==> src/source/pipe_pkg.sv <==
`default_nettype none

// Shared widths and types for the EX/MEM/WB back half
package pipe_pkg;

    ////////////////////////////////////////////////
    // Widths
    ////////////////////////////////////////////////

    localparam int WORD_BITS    = 32;   // Data path width
    localparam int REG_SEL_BITS = 5;    // 32 architectural registers
    localparam int PC_BITS      = 10;   // Branch target word address

    ////////////////////////////////////////////////
    // Vector types
    ////////////////////////////////////////////////

    typedef logic [WORD_BITS-1:0]    word_t;     // ALU result, load and store data
    typedef logic [REG_SEL_BITS-1:0] reg_sel_t;  // Destination register number
    typedef logic [PC_BITS-1:0]      pc_t;       // Redirect target
    typedef logic [1:0]              size_t;     // Access size code

    // Access size codes
    // 11 is not a legal encoding and behaves as a word
    localparam size_t SIZE_BYTE = 2'b00;
    localparam size_t SIZE_HALF = 2'b01;
    localparam size_t SIZE_WORD = 2'b10;

endpackage

`default_nettype wire

==> src/source/ex_mem_if.sv <==
`timescale 1ns/1ps
`default_nettype none

// EX/MEM register contents as seen by the memory stage
interface ex_mem_if;
    import pipe_pkg::*;

    pc_t      branch_target;    // Target if branch taken
    word_t    alu_result;       // Also the byte address
    reg_sel_t rd;               // Writeback register
    word_t    write_data;       // Store data, low bytes used

    logic     mem_read;
    logic     mem_write;
    logic     mem_to_reg;       // Writeback from load, else ALU
    logic     reg_write;
    logic     alu_zero;         // Branch condition
    logic     branch;
    logic     jump;

    size_t    data_size;        // Byte, half or word
    logic     data_sign;        // Sign extend loads

    // Register drives everything
    modport reg_side (
        output branch_target, alu_result, rd, write_data,
        output mem_read, mem_write, mem_to_reg, reg_write, alu_zero, branch, jump,
        output data_size, data_sign
    );

    // Memory stage only reads
    modport mem_side (
        input branch_target, alu_result, rd, write_data,
        input mem_read, mem_write, mem_to_reg, reg_write, alu_zero, branch, jump,
        input data_size, data_sign
    );

endinterface

`default_nettype wire

==> src/source/ex_mem_reg.sv <==
`timescale 1ns/1ps
`default_nettype none

module ex_mem_reg (
    input  logic               clk,
    input  logic               rst,
    input  logic               flush,          // Turn into bubble at next edge
    input  logic               stall,          // Hold current contents
    input  pipe_pkg::pc_t      branch_target,
    input  pipe_pkg::word_t    alu_result,
    input  pipe_pkg::word_t    write_data,
    input  pipe_pkg::reg_sel_t rd,
    input  logic               mem_read,
    input  logic               mem_write,
    input  logic               mem_to_reg,
    input  logic               reg_write,
    input  logic               alu_zero,
    input  logic               branch,
    input  logic               jump,
    input  logic               data_sign,
    input  pipe_pkg::size_t    data_size,
    ex_mem_if.reg_side         q
);
    import pipe_pkg::*;

    // Held control bits, before stall masking
    logic mem_read_r;
    logic mem_write_r;
    logic reg_write_r;
    logic branch_r;
    logic jump_r;

    ////////////////////////////////////////////////
    // Pipeline register
    ////////////////////////////////////////////////

    always_ff @(posedge clk or posedge rst) begin
        if (rst) begin
            q.branch_target <= '0;
            q.alu_result    <= '0;
            q.write_data    <= '0;
            q.rd            <= '0;
            q.mem_to_reg    <= 1'b0;
            q.alu_zero      <= 1'b0;
            q.data_size     <= SIZE_BYTE;
            q.data_sign     <= 1'b0;
            mem_read_r      <= 1'b0;
            mem_write_r     <= 1'b0;
            reg_write_r     <= 1'b0;
            branch_r        <= 1'b0;
            jump_r          <= 1'b0;
        end else if (flush) begin   // Flush wins over stall
            q.branch_target <= '0;
            q.alu_result    <= '0;
            q.write_data    <= '0;
            q.rd            <= '0;
            q.mem_to_reg    <= 1'b0;
            q.alu_zero      <= 1'b0;
            q.data_size     <= SIZE_BYTE;
            q.data_sign     <= 1'b0;
            mem_read_r      <= 1'b0;
            mem_write_r     <= 1'b0;
            reg_write_r     <= 1'b0;
            branch_r        <= 1'b0;
            jump_r          <= 1'b0;
        end else if (!stall) begin
            q.branch_target <= branch_target;
            q.alu_result    <= alu_result;
            q.write_data    <= write_data;
            q.rd            <= rd;
            q.mem_to_reg    <= mem_to_reg;
            q.alu_zero      <= alu_zero;
            q.data_size     <= data_size;
            q.data_sign     <= data_sign;
            mem_read_r      <= mem_read;
            mem_write_r     <= mem_write;
            reg_write_r     <= reg_write;
            branch_r        <= branch;
            jump_r          <= jump;
        end
    end

    // Side effects suppressed while held, so the instruction
    // acts once, in the first cycle stall drops
    assign q.mem_read  = mem_read_r  & ~stall;
    assign q.mem_write = mem_write_r & ~stall;
    assign q.reg_write = reg_write_r & ~stall;  // Bubble into MEM/WB
    assign q.branch    = branch_r    & ~stall;
    assign q.jump      = jump_r      & ~stall;

endmodule

`default_nettype wire

==> src/flat_wrapper.sv <==
// flat-port wrapper written by rule: the top's interface ports become plain ports
module ex_mem_reg_flat import pipe_pkg::*;
  (clk, rst, flush, stall, branch_target, alu_result, write_data, rd, mem_read, mem_write, mem_to_reg, reg_write, alu_zero, branch, jump, data_sign, data_size, q_branch_target, q_alu_result, q_rd, q_write_data, q_mem_read, q_mem_write, q_mem_to_reg, q_reg_write, q_alu_zero, q_branch, q_jump, q_data_size, q_data_sign);
  ex_mem_if q_i ();
  input  logic clk;
  input  logic rst;
  input  logic flush;
  input  logic stall;
  input  pipe_pkg::pc_t branch_target;
  input  pipe_pkg::word_t alu_result;
  input  pipe_pkg::word_t write_data;
  input  pipe_pkg::reg_sel_t rd;
  input  logic mem_read;
  input  logic mem_write;
  input  logic mem_to_reg;
  input  logic reg_write;
  input  logic alu_zero;
  input  logic branch;
  input  logic jump;
  input  logic data_sign;
  input  pipe_pkg::size_t data_size;
  output wire logic [$bits(q_i.branch_target)-1:0] q_branch_target;
  output wire logic [$bits(q_i.alu_result)-1:0] q_alu_result;
  output wire logic [$bits(q_i.rd)-1:0] q_rd;
  output wire logic [$bits(q_i.write_data)-1:0] q_write_data;
  output wire logic [$bits(q_i.mem_read)-1:0] q_mem_read;
  output wire logic [$bits(q_i.mem_write)-1:0] q_mem_write;
  output wire logic [$bits(q_i.mem_to_reg)-1:0] q_mem_to_reg;
  output wire logic [$bits(q_i.reg_write)-1:0] q_reg_write;
  output wire logic [$bits(q_i.alu_zero)-1:0] q_alu_zero;
  output wire logic [$bits(q_i.branch)-1:0] q_branch;
  output wire logic [$bits(q_i.jump)-1:0] q_jump;
  output wire logic [$bits(q_i.data_size)-1:0] q_data_size;
  output wire logic [$bits(q_i.data_sign)-1:0] q_data_sign;
  assign q_branch_target = q_i.branch_target;
  assign q_alu_result = q_i.alu_result;
  assign q_rd = q_i.rd;
  assign q_write_data = q_i.write_data;
  assign q_mem_read = q_i.mem_read;
  assign q_mem_write = q_i.mem_write;
  assign q_mem_to_reg = q_i.mem_to_reg;
  assign q_reg_write = q_i.reg_write;
  assign q_alu_zero = q_i.alu_zero;
  assign q_branch = q_i.branch;
  assign q_jump = q_i.jump;
  assign q_data_size = q_i.data_size;
  assign q_data_sign = q_i.data_sign;
  ex_mem_reg u_core (.clk(clk), .rst(rst), .flush(flush), .stall(stall), .branch_target(branch_target), .alu_result(alu_result), .write_data(write_data), .rd(rd), .mem_read(mem_read), .mem_write(mem_write), .mem_to_reg(mem_to_reg), .reg_write(reg_write), .alu_zero(alu_zero), .branch(branch), .jump(jump), .data_sign(data_sign), .data_size(data_size), .q(q_i));
endmodule
==> config.mk <==
export PLATFORM = sky130hd
export DESIGN_NAME = ex_mem_reg_flat
export DESIGN_NICKNAME = d
export VERILOG_FILES = /design/src/source/pipe_pkg.sv /design/src/source/ex_mem_if.sv /design/src/source/ex_mem_reg.sv /design/src/flat_wrapper.sv
export SDC_FILE = /design/constraint.sdc
export NUM_CORES = 1
export LEC_CHECK = 0
export BUFFER_PORTS_ARGS = -buffer_cell sky130_fd_sc_hd__buf_2
export CAP_MARGIN = 30
export CORE_ASPECT_RATIO = 0.6
export CORE_MARGIN = 3
export CORE_UTILIZATION = 46
export DETAILED_ROUTE_END_ITERATION = 8
export PLACE_DENSITY = 0.8
export SYNTH_ARGS = -nofsm -noshare
export SYNTH_HDL_FRONTEND = slang
export SYNTH_SLANG_ARGS = --single-unit
==> constraint.sdc <==
create_clock -name clk -period 2.8 [get_ports clk]
set_input_delay 0.28 -clock clk [delete_from_list [all_inputs] [get_ports clk]]
set_output_delay 0.28 -clock clk [all_outputs]
set_load 0.01 [all_outputs]
# ---- Yosys cells after proc, flatten, opt, wreduce, memory -nomap -nowiden
# Index checks and enable logic that the tools add are counted.
dict set report op_classes {
  n_eq_ne 1
  n_mux 26
  n_bitwise 6
}
# cell n
set ops {}
lappend ops {{2-to-1 mux 32 bit} 4}
lappend ops {{2-to-1 mux 10 bit} 2}
lappend ops {{2-to-1 mux 1 bit} 16}
lappend ops {{2-to-1 mux 5 bit} 2}
lappend ops {{bitwise AND 1 bit} 5}
lappend ops {{2-to-1 mux 2 bit} 2}
lappend ops {{!= test 2 bit (second input constant)} 1}
lappend ops {{NOT 1 bit} 1}
dict set report word_totals {
  in_bits 93
  out_inout_bits 89
  word_cells 46
  register_bits 89
}

# ---- Longest topological paths before layout
dict set report logic_depth {
  word_depth 2
  depth_mapped 5
  ltp_nobuf 2
}

# ---- Worst setup path after synthesis
# Ideal clock, no wire load.
dict set report synth_path {
  kind {input to output}
  start {input port stall}
  end {output port q_branch}
  stages 3
  t_arrival_ps 796
  slack_ps 1724
  n_path_buf 2
  cell_sequence {buf_4 -> buf_2 -> nor2b_1}
}
dict set report synth_between {
  elab_chain_cells 2
}
# item line_no
set synth_rtl {}
lappend synth_rtl {{from (decl)} flat_wrapper.sv:8} ;# input logic stall;
lappend synth_rtl {{NOT 1 bit} ex_mem_reg.sv:88} ;# assign q.branch = branch_r & ~stall;
lappend synth_rtl {{bitwise AND 1 bit} ex_mem_reg.sv:88}
lappend synth_rtl {{to (decl)} flat_wrapper.sv:31} ;# output wire logic [$bits(q_i.branch)-1:0] q_branch;
# No other way between the ends.

# ---- Worst setup path in the final report
dict set report layout_path {
  start {input port stall}
  end {register u_core.q.write_data[13]}
}
dict set report layout_between {
  elab_chain_cells 1
}
# item line_no
set layout_rtl {}
lappend layout_rtl {{!= test 2 bit (no line)} -}
lappend layout_rtl {{to (decl)} ex_mem_if.sv:26} ;# output branch_target, alu_result, rd, write_data,
# No other way between the ends.
# A chain may end at the register's enable or synchronous reset.

==> metrics.cfg <==
[yosys]
synth-seq-cells=89
synth_top_flop_cell=dfrtp_1
synth-edff-count=0
syn-num-nets=387
ys_types=9
netlist_instances=294
synth-async-reset-ratio_pct=100
synth_top_area_share_pct=60.3
syn_avg_cell_area_um2=12.6
ys_top_cells_by_count=dfrtp_1, mux2i_1, nor2_1, buf_12, clkbuf_1
yosys_warnings=0
syn_area_mm2=0.00370
yosys.area.top_type=dfrtp_1
synth.area.top_cells=dfrtp_1, mux2i_1, nor2_1
ys_seq_area_share_pct=60.3

[finish]
syn2layout_area_growth_pct=33.3
num-fill-cells=619
largestRegisters=u_core.q.alu_result (32), u_core.q.write_data (32), u_core.q.branch_target (10)
n_antenna_cell=0
final_cells=580
register_area_mm2=0.00223
multi_input_area_mm2=0.00126
nNetsFinal=564
design_area_mm2=0.00493
drive_gt1_share_pct=42.9

[cts]
cts-root-buf=clkbuf_16
clock_sinks=89
clock_latency_ns=0.32
cts_buffers=9
clk_pin_slew_ns=0.06
cts_buffer_depth=2
cts-htree-levels=3
cts_tree=done
cts_resized=0
cts_hold_buffers=0
cts_setup_buffers=0

[power]
p_int_mw=2.36
p_seq_share_pct=45.5
power_frac_comb_pct=12.6
p_switching_mw=0.709
p_sw_share_pct=23.1
power_density_mw_per_mm2=623
power.leakage_nw=2.90
clockPowerShare_pct=41.9
ir_drop_mv=0.471

[routing]
drc=0
routed_wl_um=8920
wl_per_cell_um=15.4
via_per_inst=4.77
dr.pass1.iters=4
postRouteAntennaNets=0
drt_iter0_drc=135
dr_total_vias=2766

[floorplanning]
num_io_pins=182
die_w_um=122
die-height_um=75.4
rows=24
start_util_pct=49.0
core_mm2=0.00754
fp.dieArea_mm2=0.00918

[timing]
period_share_pct=45.8
worstMarginPinSlew_ns=0.629
slew_viol_final=0
max_freq_mhz=780
hold_viol_final=0
skew_ns=0
setup_viol=0
period_minus_slack_ns=1.28
finalSetupTns_ns=0
rsz0062_at_grt=no
relSlewSlack_pct=58.1

[job]
drv_cap=0

[global_route]
grt_pass1_vias=2864
antenna_found_initial=0
grt_max_degree=90
track_usage_pct=19.5
grt_overflow=0
grt_first_pass_wirelength_um=13900

[place]
io_buffers=181
dp.cells=564
placed_cell_area_mm2=0.00460
gp_congestion=0.739
hpwl_um=6370

[setup_path]
required_ns=2.98
start_kind=primary input
path_buf_inv=2
critPathKind=primary input to flip-flop
cpPeakStageDelay_ns=0.43
crit_chain=buf_4, buf_4, mux2i_1, nor2_1
critPathMaxFanout=31
critPathTopFamily=buffers and inverters
crit_path_frequent_cell=buf_4
worstSetupEndpointType=flip-flop
worstPathArrival_ns=1.46
crit_slowest_cell=buf_4

[hold_path]
hold_path_class=primary input to async pin

[run_status]
status=finished clean

==> cells in the final DEF, fill, tap and decap left out, types with 2 or more instances in the layout <==
master / n
clkinv_2: 3
buf_2: 180
nor2b_1: 5
bufinv_16: 2
buf_4: 5
clkbuf_8: 2
dfrtp_1: 89
nor2_1: 89
clkbuf_16: 9
mux2i_1: 89
buf_12: 2
==> per-stage QoR <==
| step | setup slack (ns) | power (mW) | hold WS, ns | utilization (%) |
|---|---|---|---|---|
| after CTS | 1.50 | 3.11 | 0.0656 | 65.4 |
| after global routing | 1.44 | 3.22 | 0.0941 | 65.4 |
| after floorplan | 0.213 | 1.65 | 0.433 | - |
| final | 1.52 | 3.07 | 0.0510 | 65.4 |
| after global placement | 1.26 | 1.80 | 0.413 | 61.0 |
| after detailed placement | 1.18 | 1.81 | 0.421 | 61.0 |
==> metal layers <==
layer	share of wire [%]	up-vias	track usage [%]
met3	11	12	7.94
met1	41	1302	23.9
met4	1.4	0	5.84
met2	46	132	32.4
met5	0	-	0
li1	-	1320	-
==> cell families after synthesis <==
family | synth area share, %
mux | 24.1
buf+inv | 5.75
flops | 60.3
simple gates | 9.88
==> power groups by stage <==
stage / clock (mW) / combinational [mW] / sequential [mW]
floorplan: 0 / 0.198 / 1.45
global placement: 0 / 0.380 / 1.42
detailed placement: 0 / 0.392 / 1.42
CTS: 1.32 / 0.394 / 1.40
finish: 1.29 / 0.386 / 1.40
global route: 1.38 / 0.428 / 1.41
==> area by class of cell <==
class | instances | share of cell area, %
Clock buffer | 11 | 5.13
Multi-Input combinational cell | 183 | 25.5
Clock inverter | 5 | 1.57
Tap cell | 104 | 2.64
Inverter | 1 | 0.102
Sequential cell | 89 | 45.2
Timing Repair Buffer | 187 | 19.9
==> tightest hold or removal path, delay by kind of cell <==
kind	cells	cell delay, ns
buf+inv	3	0.52
==> final timing paths <==
kind	start	endpoint	slack [ns]	depth (start not counted)
min in group clk	write_data[30]	u_core.q.write_data[30]	0.19	3
min reg2reg	u_core.mem_write_r	u_core.mem_write_r	0.52	2
min	rst	u_core.q.alu_result[2]	0.05	3
max reg2reg	u_core.q.write_data[13]	u_core.q.write_data[13]	2.03	2
max in group asynchronous	rst	u_core.q.alu_result[19]	2.40	3
max	stall	u_core.q.write_data[13]	1.52	4
(Power assumes the default switching activity.)
