[src/source/pipe_pkg.sv]
`default_nettype none

// Shared widths and types for the EX/MEM/WB back half
package pipe_pkg;

    ////////////////////////////////////////////////
    // Widths
    ////////////////////////////////////////////////

    localparam int WORD_BITS    = 32;   // Data path width
    localparam int REG_SEL_BITS = 5;    // 32 architectural registers
    localparam int PC_BITS      = 10;   // Branch target word address

    ////////////////////////////////////////////////
    // Vector types
    ////////////////////////////////////////////////

    typedef logic [WORD_BITS-1:0]    word_t;     // ALU result, load and store data
    typedef logic [REG_SEL_BITS-1:0] reg_sel_t;  // Destination register number
    typedef logic [PC_BITS-1:0]      pc_t;       // Redirect target
    typedef logic [1:0]              size_t;     // Access size code

    // Access size codes
    // 11 is not a legal encoding and behaves as a word
    localparam size_t SIZE_BYTE = 2'b00;
    localparam size_t SIZE_HALF = 2'b01;
    localparam size_t SIZE_WORD = 2'b10;

endpackage

`default_nettype wire

[src/source/mem_wb_reg.sv]
`timescale 1ns/1ps
`default_nettype none

module mem_wb_reg (
    input  logic               clk,
    input  logic               rst,
    input  pipe_pkg::word_t    load_data,
    input  pipe_pkg::word_t    alu_result,
    input  pipe_pkg::reg_sel_t rd,
    input  logic               mem_to_reg,
    input  logic               reg_write,
    output logic               wb_en,       // Register file write enable
    output pipe_pkg::reg_sel_t wb_rd,
    output pipe_pkg::word_t    wb_data
);
    import pipe_pkg::*;

    word_t wb_sel;  // Writeback source picked before the flop

    assign wb_sel = mem_to_reg ? load_data : alu_result;

    ////////////////////////////////////////////////
    // Writeback register
    ////////////////////////////////////////////////

    // Register file write port
    always_ff @(posedge clk or posedge rst) begin
        if (rst) begin
            wb_en   <= 1'b0;
            wb_rd   <= '0;
            wb_data <= '0;
        end else begin
            wb_en   <= reg_write;   // Low for bubbles and stalls
            wb_rd   <= rd;
            wb_data <= wb_sel;
        end
    end

endmodule

`default_nettype wire

[config.mk]
export PLATFORM = sky130hd
export DESIGN_NAME = mem_wb_reg
export DESIGN_NICKNAME = d
export VERILOG_FILES = /design/src/source/pipe_pkg.sv /design/src/source/mem_wb_reg.sv
export SDC_FILE = /design/constraint.sdc
export NUM_CORES = 1
export LEC_CHECK = 0
export BUFFER_PORTS_ARGS = -buffer_cell sky130_fd_sc_hd__buf_2
export CORE_MARGIN = 5
export CORE_UTILIZATION = 40
export DETAILED_ROUTE_END_ITERATION = 6
export GPL_TIMING_DRIVEN = 1
export PLACE_DENSITY = 0.9
export SYNTH_ARGS = -nofsm -noshare
export SYNTH_HDL_FRONTEND = slang
export SYNTH_SLANG_ARGS = --single-unit
[constraint.sdc]
create_clock -name clk -period 1.5 [get_ports clk]
set_input_delay 0.15 -clock clk [delete_from_list [all_inputs] [get_ports clk]]
set_output_delay 0.15 -clock clk [all_outputs]
set_load 0.03 [all_outputs]
Yosys cells after proc, flatten, opt, wreduce, memory -nomap -nowiden
Index checks and enable logic that the tools add are counted.
{"block": "word_totals", "input_bits": 73, "out_inout_bits": 38, "register_bits": 38}
{"block": "op_classes", "muxes": 1}
{"op": "32-bit two-way mux", "count": 1}

Longest topological paths before layout
Gate-level depths: netlist of run 1.
{"block": "logic_depth", "ltp_word": 1, "depth_mapped": 3, "ltp_nobuf": 1}

Worst setup path before layout of run 1
No wires, ideal clock.
{"block": "synth_timing", "path_kind": "input port to flip-flop", "start": "input port mem_to_reg", "end": "register wb_data[0]", "path_stages": 3, "required_time_ps": 1375, "t_arrival_ps": 692, "setup_slack_ps": 683, "path_buffers": 2, "cell_sequence": "buf_6 -> buf_12 -> mux2_4"}
{"block": "synth_between", "elab_chain_len": 1}
{"element": "start: declaration", "line": "mem_wb_reg.sv:10", "rtl": "input logic mem_to_reg,"}
{"element": "32-bit two-way mux", "line": "mem_wb_reg.sv:20", "rtl": "assign wb_sel = mem_to_reg ? load_data : alu_result;"}
{"element": "via wb_sel[0]", "line": "mem_wb_reg.sv:18", "rtl": "word_t wb_sel;"}
{"element": "end signal: assignment", "line": "mem_wb_reg.sv:35", "rtl": "wb_data <= wb_sel;"}
{"element": "end: declaration", "line": "mem_wb_reg.sv:14", "rtl": "output pipe_pkg::word_t wb_data"}
The timed path passes the listed nets, and every way through them passes these cells.

Worst setup path after layout of run 1
{"block": "layout_timing", "start": "register wb_data[20]", "end": "output port wb_data[20]"}
No word-level cell between the ends.

==> metrics.csv, run 1 <==
stage;metric;value;unit
timing;rsz0062_at_grt;no;
timing;worst_pin_slew;0.451;ns
routing;vias;1074;
die;die_h;71.2;um
cts;path_clk_slew;0.07;ns
grt;antenna_found_initial;0;
timing;final_hold_viol_count;0;
cts;clock-sinks;38;
grt;grt_pass1_wl;5890;um
grt;grt_max_degree;39;
cts;cts_buffers;5;
layout;fin_area;2220;sq um
placement;placed_area;2070;sq um
cts;cts_hold_buf;7;
die;io_pins;111;
setup_path;cpPeakStageDelay;0.38;ns
routing;drt_wl_total;3850;um
layout;areaGrowthSynthToFinish;48.0;%
setup_path;crit_slowest_cell;dfrtp_1;
setup_path;crit_path_start_kind;flip-flop;
timing;setup_viol;0;
setup_path;crit_arrival;0.83;ns
status;status;complete, no violations;
routing;drc_errors;0;
routing;drtAntennaViolNets;0;
routing;dr.pass1.iters;2;
synthesis;synth_cell_types;6;
cts;cts_tree;done;
setup_path;critPathKind;flip-flop to output pin;
synthesis;synth_seq_cells;38;
cts;clockBufferDepth;2;
synthesis;synth_nets;148;
placement;place_congestion;0.763;
die;core_area;3630;sq um
placement;dpl.cell_count;231;
layout;final_cell_mix;buf_2, dfrtp_1, mux2_4;
die;dieArea;5070;sq um
grt;gr-total-overflow;0;
grt;grt_pass1_vias;1210;
pwr;p_leak;1.22;nW
layout;fin_nets;270;
timing;fmax;1020;MHz
die;initial_utilization;41.3;%
timing;drv_slew;0;
hold_path;hold_class;primary input to flip-flop;
synthesis;yosys_warnings;0;
pwr;p_per_area;1030;nW/um^2
layout;mostFrequentLayoutCell;buf_2;
cts;cts_htree_levels;2;
flow_run;drv_cap;0;
cts;cts_root_buf;clkbuf_8;
synthesis;synthCells;75;
setup_path;crit_chain;buf_2;
routing;routed_via_density;4.40;
setup_path;worst-path-buf-inv;1;
routing;drt_iter0_drc;33;
pwr;ir_worst_vdd;405;uV
grt;grt_usage;15.7;%
timing;max-slew-margin-rel;70.0;%
layout;antenna_cells;0;
timing;fin_tns_setup;0;ns
timing;fin_crit;0.982;ns
timing;finalCritPeriodShare;65.5;%
layout;drive_gt1_share;76.5;%
die;die_w;71.2;um
synthesis;syn_avg_cell_area;20.0;sq um
die;rows;22;
placement;io_buffers;110;
cts;cts_setup_buffers;0;
layout;finalNonFillerCells;244;
synthesis;ys_seq_area_share;63.4;%
routing;avgRoutedWirePerCell;15.8;um
cts;cts_resized;0;
synthesis;syn_area;1500;sq um
setup_path;worstPathRequired;1.35;ns
setup_path;cp_max_fo;1;
setup_path;endpoint_kind;output pin;
setup_path;path_delay_family;flip-flops;
[logic make-up after synthesis]
family | synth area share [%]
DFF | 63.4
muxes | 31.6
buffers and inverters | 5.01
[area by class of cell]
| class | instances | area (sq um) |
|---|---|---|
| well taps | 48 | 60.1 |
| fillers | 287 | 1420 |
| flip-flops and latches | 38 | 951 |
| inverters | 1 | 3.75 |
| multi-input cells | 32 | 473 |
| clock buffers | 6 | 82.6 |
| repair buffers | 119 | 648 |
[cells in the mapped netlist]
cell / number / share of area (%)
buf_12: 3 / 4.0
buf_6: 1 / 0.75
dfrtp_1: 38 / 63
mux2_2: 2 / 1.5
inv_1: 1 / 0.25
mux2_4: 30 / 30
[state kept, by name, indices dropped and copies added (netlist names)]
| register | flops |
|---|---|
| wb_rd | 5 |
| wb_en | 1 |
| wb_data | 32 |
[where the power goes]
part	internal [mW]	total (mW)	leakage, nW	switching (mW)
Sequential	1.10	1.12	0.443	0.0185
Combinational	0.233	0.511	0.736	0.279
Clock	0.353	0.648	0.0431	0.295
Total	1.68	2.28	1.22	0.592
[per-layer routing]
| layer | vias to the layer above | share of wire (%) | track usage [%] |
|---|---|---|---|
| li1 | 495 | - | - |
| met5 | - | 0 | 0 |
| met2 | 69 | 54 | 28.6 |
| met3 | 6 | 11 | 5.47 |
| met1 | 504 | 33 | 15.5 |
| met4 | 0 | 1.8 | 8.14 |
[final timing paths]
path,end,startpoint,depth (start not counted)
worst max-delay path,wb_data[20],wb_data[20],1
worst min-delay path,wb_data[22],alu_result[22],2
max in group asynchronous,wb_en,rst,4
min in group asynchronous,wb_data[28],rst,4
[through the flow]
step / util (%) / setup slack [ns] / hold slack (ns) / total power [mW]
CTS: 61.1 / 0.497 / 0.0826 / 2.32
global route: 61.1 / 0.488 / 0.0741 / 2.38
floorplan: - / 0.489 / 0.181 / 1.46
finish: 61.1 / 0.518 / 0.0959 / 2.28
detailed placement: 56.9 / 0.501 / 0.260 / 1.64
global placement: 56.9 / 0.520 / 0.258 / 1.62
(Power assumes the default switching activity.)
==> run 2: changes to the inputs <==
--- a/config.mk
+++ b/config.mk
@@ -7,10 +7,10 @@
 export LEC_CHECK = 0
 export BUFFER_PORTS_ARGS = -buffer_cell sky130_fd_sc_hd__buf_2
 export CORE_MARGIN = 5
-export CORE_UTILIZATION = 40
+export CORE_UTILIZATION = 36
 export DETAILED_ROUTE_END_ITERATION = 6
 export GPL_TIMING_DRIVEN = 1
-export PLACE_DENSITY = 0.9
+export PLACE_DENSITY = 0.86
 export SYNTH_ARGS = -nofsm -noshare
 export SYNTH_HDL_FRONTEND = slang
 export SYNTH_SLANG_ARGS = --single-unit
==> constraint.sdc (replaced) <==
create_clock -name clk -period 0.87 [get_ports clk]
set_input_delay 0.087 -clock clk [delete_from_list [all_inputs] [get_ports clk]]
set_output_delay 0.087 -clock clk [all_outputs]
set_load 0.03 [all_outputs]
==> run 2 against run 1 <==
  * The run now ends with negative setup slack left
  * Combinational power up 100%
  * Cell count up 2.5%
  * Flip-flop and latch count unchanged
  * Clock power up 130%
  * Die area up 9.5%
  * Design area up 14%
  * Hold slack worse by 0.074 ns
  * Sequential share of layout area down 5.1 points
  * Global-route usage down 0.45 points
  * Largest cell class unchanged
==> metrics.csv, run 2 (synthesized netlist as in run 1, its figures left out) <==
stage;metric;value;unit;change
timing;layout_setup_ws;-0.0465;ns;-0.564 ns
timing;fin_crit;0.917;ns;
cts;cts_buffers;5;;unchanged
hold_path;min_to;wb_data[8];;
timing;final_hold_viol_count;0;;unchanged
timing;worst_pin_slew;0.299;ns;-0.151 ns
layout;areaGrowthSynthToFinish;68.2;%;
die;rows;23;;+4.5%
hold_path;hp-start;alu_result[8];;
timing;fin_tns_setup;-0.845;ns;-0.845 ns
setup_path;crit_chain;buf_6;;
setup_path;endpoint_kind;output pin;;
layout;n_fill_cell;297;;+3.5%
setup_path;critPathKind;flip-flop to output pin;;
routing;routed_via_density;4.29;;-2.6%
cts;cts_root_buf;clkbuf_8;;
routing;dr.pass1.iters;3;;+1
layout;fin_nets;272;;+0.74%
pwr;ir_worst_vdd;1130;uV;+180%
layout;drive_gt1_share;77.5;%;+0.97 points
grt;grt_pass1_wl;6000;um;+1.9%
grt;grt_max_degree;25;;-36%
cts;cts_tree;done;;
grt;grt_usage;15.2;%;-0.45 points
setup_path;crit_slowest_cell;dfrtp_1;;
pwr;p_sw_share;25.9;%;-0.10 points
placement;io_buffers;110;;unchanged
layout;finalCoreUtilization;62.6;%;+1.5 points
die;core_area;4030;sq um;+11%
cts;cts_htree_levels;2;;unchanged
routing;vias;1072;;-0.19%
layout;final-seq-area;951;sq um;unchanged
cts;clock-sinks;38;;unchanged
pwr;p_per_area;1770;nW/um^2;+73%
layout;multi_input_area;473;sq um;unchanged
setup_path;crit_path_start_kind;flip-flop;;
setup_path;cp_max_fo;1;;unchanged
placement;placed_area;2100;sq um;+1.6%
pwr;pwr-share-seq;43.8;%;-5.3 points
status;failed_checks;negative setup slack;;
timing;rsz0062_at_grt;yes;;
timing;finalCritPeriodShare;105;%;
setup_path;crit_arrival;0.83;ns;about the same
die;die_w;74.5;um;+4.6%
setup_path;worstPathRequired;0.78;ns;-0.57 ns
flow_run;drv_cap;0;;unchanged
die;dieArea;5550;sq um;+9.5%
cts;clockBufferDepth;2;;unchanged
grt;grt_pass1_vias;1261;;+4.2%
routing;drc_errors;0;;unchanged
pwr;internal_power;3.31;mW;+97%
placement;dpl.cell_count;235;;+1.7%
timing;setup_viol;38;;+38
routing;drt_wl_total;3830;um;-0.70%
pwr;p_leak;1.32;nW;+7.9%
cts;path_clk_slew;0.08;ns;about the same
status;status;complete, but fails checks;;
layout;finalNonFillerCells;250;;+2.5%
placement;post-place-ws;0.000000944;ns;-0.501 ns
layout;fin_area;2520;sq um;+14%
pwr;p_switching;1.16;mW;+95%
pwr;clkPwrFrac;32.8;%;+4.3 points
grt;gr-total-overflow;0;;unchanged
timing;max-slew-margin-rel;80.0;%;+10 points
routing;avgRoutedWirePerCell;15.3;um;-3.1%
die;io_pins;111;;unchanged
routing;drt_iter0_drc;21;;-36%
layout;mostFrequentLayoutCell;buf_2;;
die;initial_utilization;37.2;%;-4.0 points
layout;largestRegisters;wb_data x32, wb_rd x5, wb_en x1;;
timing;fmax;1090;MHz;
layout;largest_register;wb_data;;
setup_path;worst-path-buf-inv;1;;unchanged
routing;drtAntennaViolNets;0;;unchanged
layout;largest_register_ff_count;32;;unchanged
setup_path;cpPeakStageDelay;0.40;ns;+0.02 ns
setup_path;path_delay_family;flip-flops;;
placement;place_congestion;0.693;;-9.2%
grt;antenna_found_initial;0;;unchanged
die;die_h;74.5;um;+4.6%
hold_path;hold_depth;2;;unchanged
timing;drv_slew;0;;unchanged
pwr;combinationalPowerShare;23.4;%;+0.9 points
layout;final_cell_mix;buf_2, buf_6, dfrtp_1;;
layout;antenna_cells;0;;unchanged
hold_path;hold_class;primary input to flip-flop;;
-- run 2: changes by cell type in the layout (fill, tap and decap cells not counted) --
cell / change
buf_4: +1
buf_2: -38
bufinv_16: +1
buf_6: +38
clkinvlp_4: +3
inv_1: -1
buf_12: +1
clkbuf_8: -1
-- run 2: layout make-up --
type | count | share of cell area [%]
flip-flops and latches | 38 | 37.7
repair buffers | 121 | 36.2
multi-input cells | 32 | 18.8
clock buffers | 5 | 2.73
well taps | 50 | 2.48
clock inverters | 3 | 1.79
inverters | 1 | 0.298
-- run 2: stage by stage --
step                hold slack [ns]  total power, mW
floorplan                    0.0531             2.51
global placement              0.120             2.81
detailed placement            0.128             2.84
CTS                         0.00522             4.55
global route                0.00923             4.69
finish                       0.0220             4.47
-- run 2: metal layers --
metal  up-vias  GRT usage (%)  wire length [um]
li1        500              -                 -
met2        68           27.2              2120
met3         4           8.78               491
met5         -              0                 0
met1       500           14.2              1180
met4         0           5.93                38
-- run 2: power groups by stage --
stage | sequential, mW | clock (mW) | combinational (mW)
4_1_cts | 1.96 | 1.54 | 1.06
6_report | 1.96 | 1.47 | 1.04
3_5_place_dp | 1.96 | 0 | 0.880
2_1_floorplan | 2.23 | 0 | 0.282
3_3_place_gp | 1.95 | 0 | 0.858
5_1_grt | 1.97 | 1.60 | 1.11
-- run 2: worst max-delay path by stage --
stage / startpoint / slack, ns / to / cells after the start
after floorplan: mem_to_reg / 0.12 / wb_data[0] / 3
after global placement: mem_to_reg / 0.02 / wb_data[11] / 3
after detailed placement: mem_to_reg / 0.0000009 / wb_data[18] / 3
after CTS: wb_data[1] / -0.07 / wb_data[1] / 1
after global routing: wb_data[0] / -0.08 / wb_data[0] / 1
final: wb_data[1] / -0.05 / wb_data[1] / 1
-- run 2: what timing repair did --
action	4_1_cts	5_1_grt
setup buffers	0	0
endpoints found under the hold margin	44	0
setup endpoints to repair	38	38
hold buffers	7	0
resized for setup	76	0
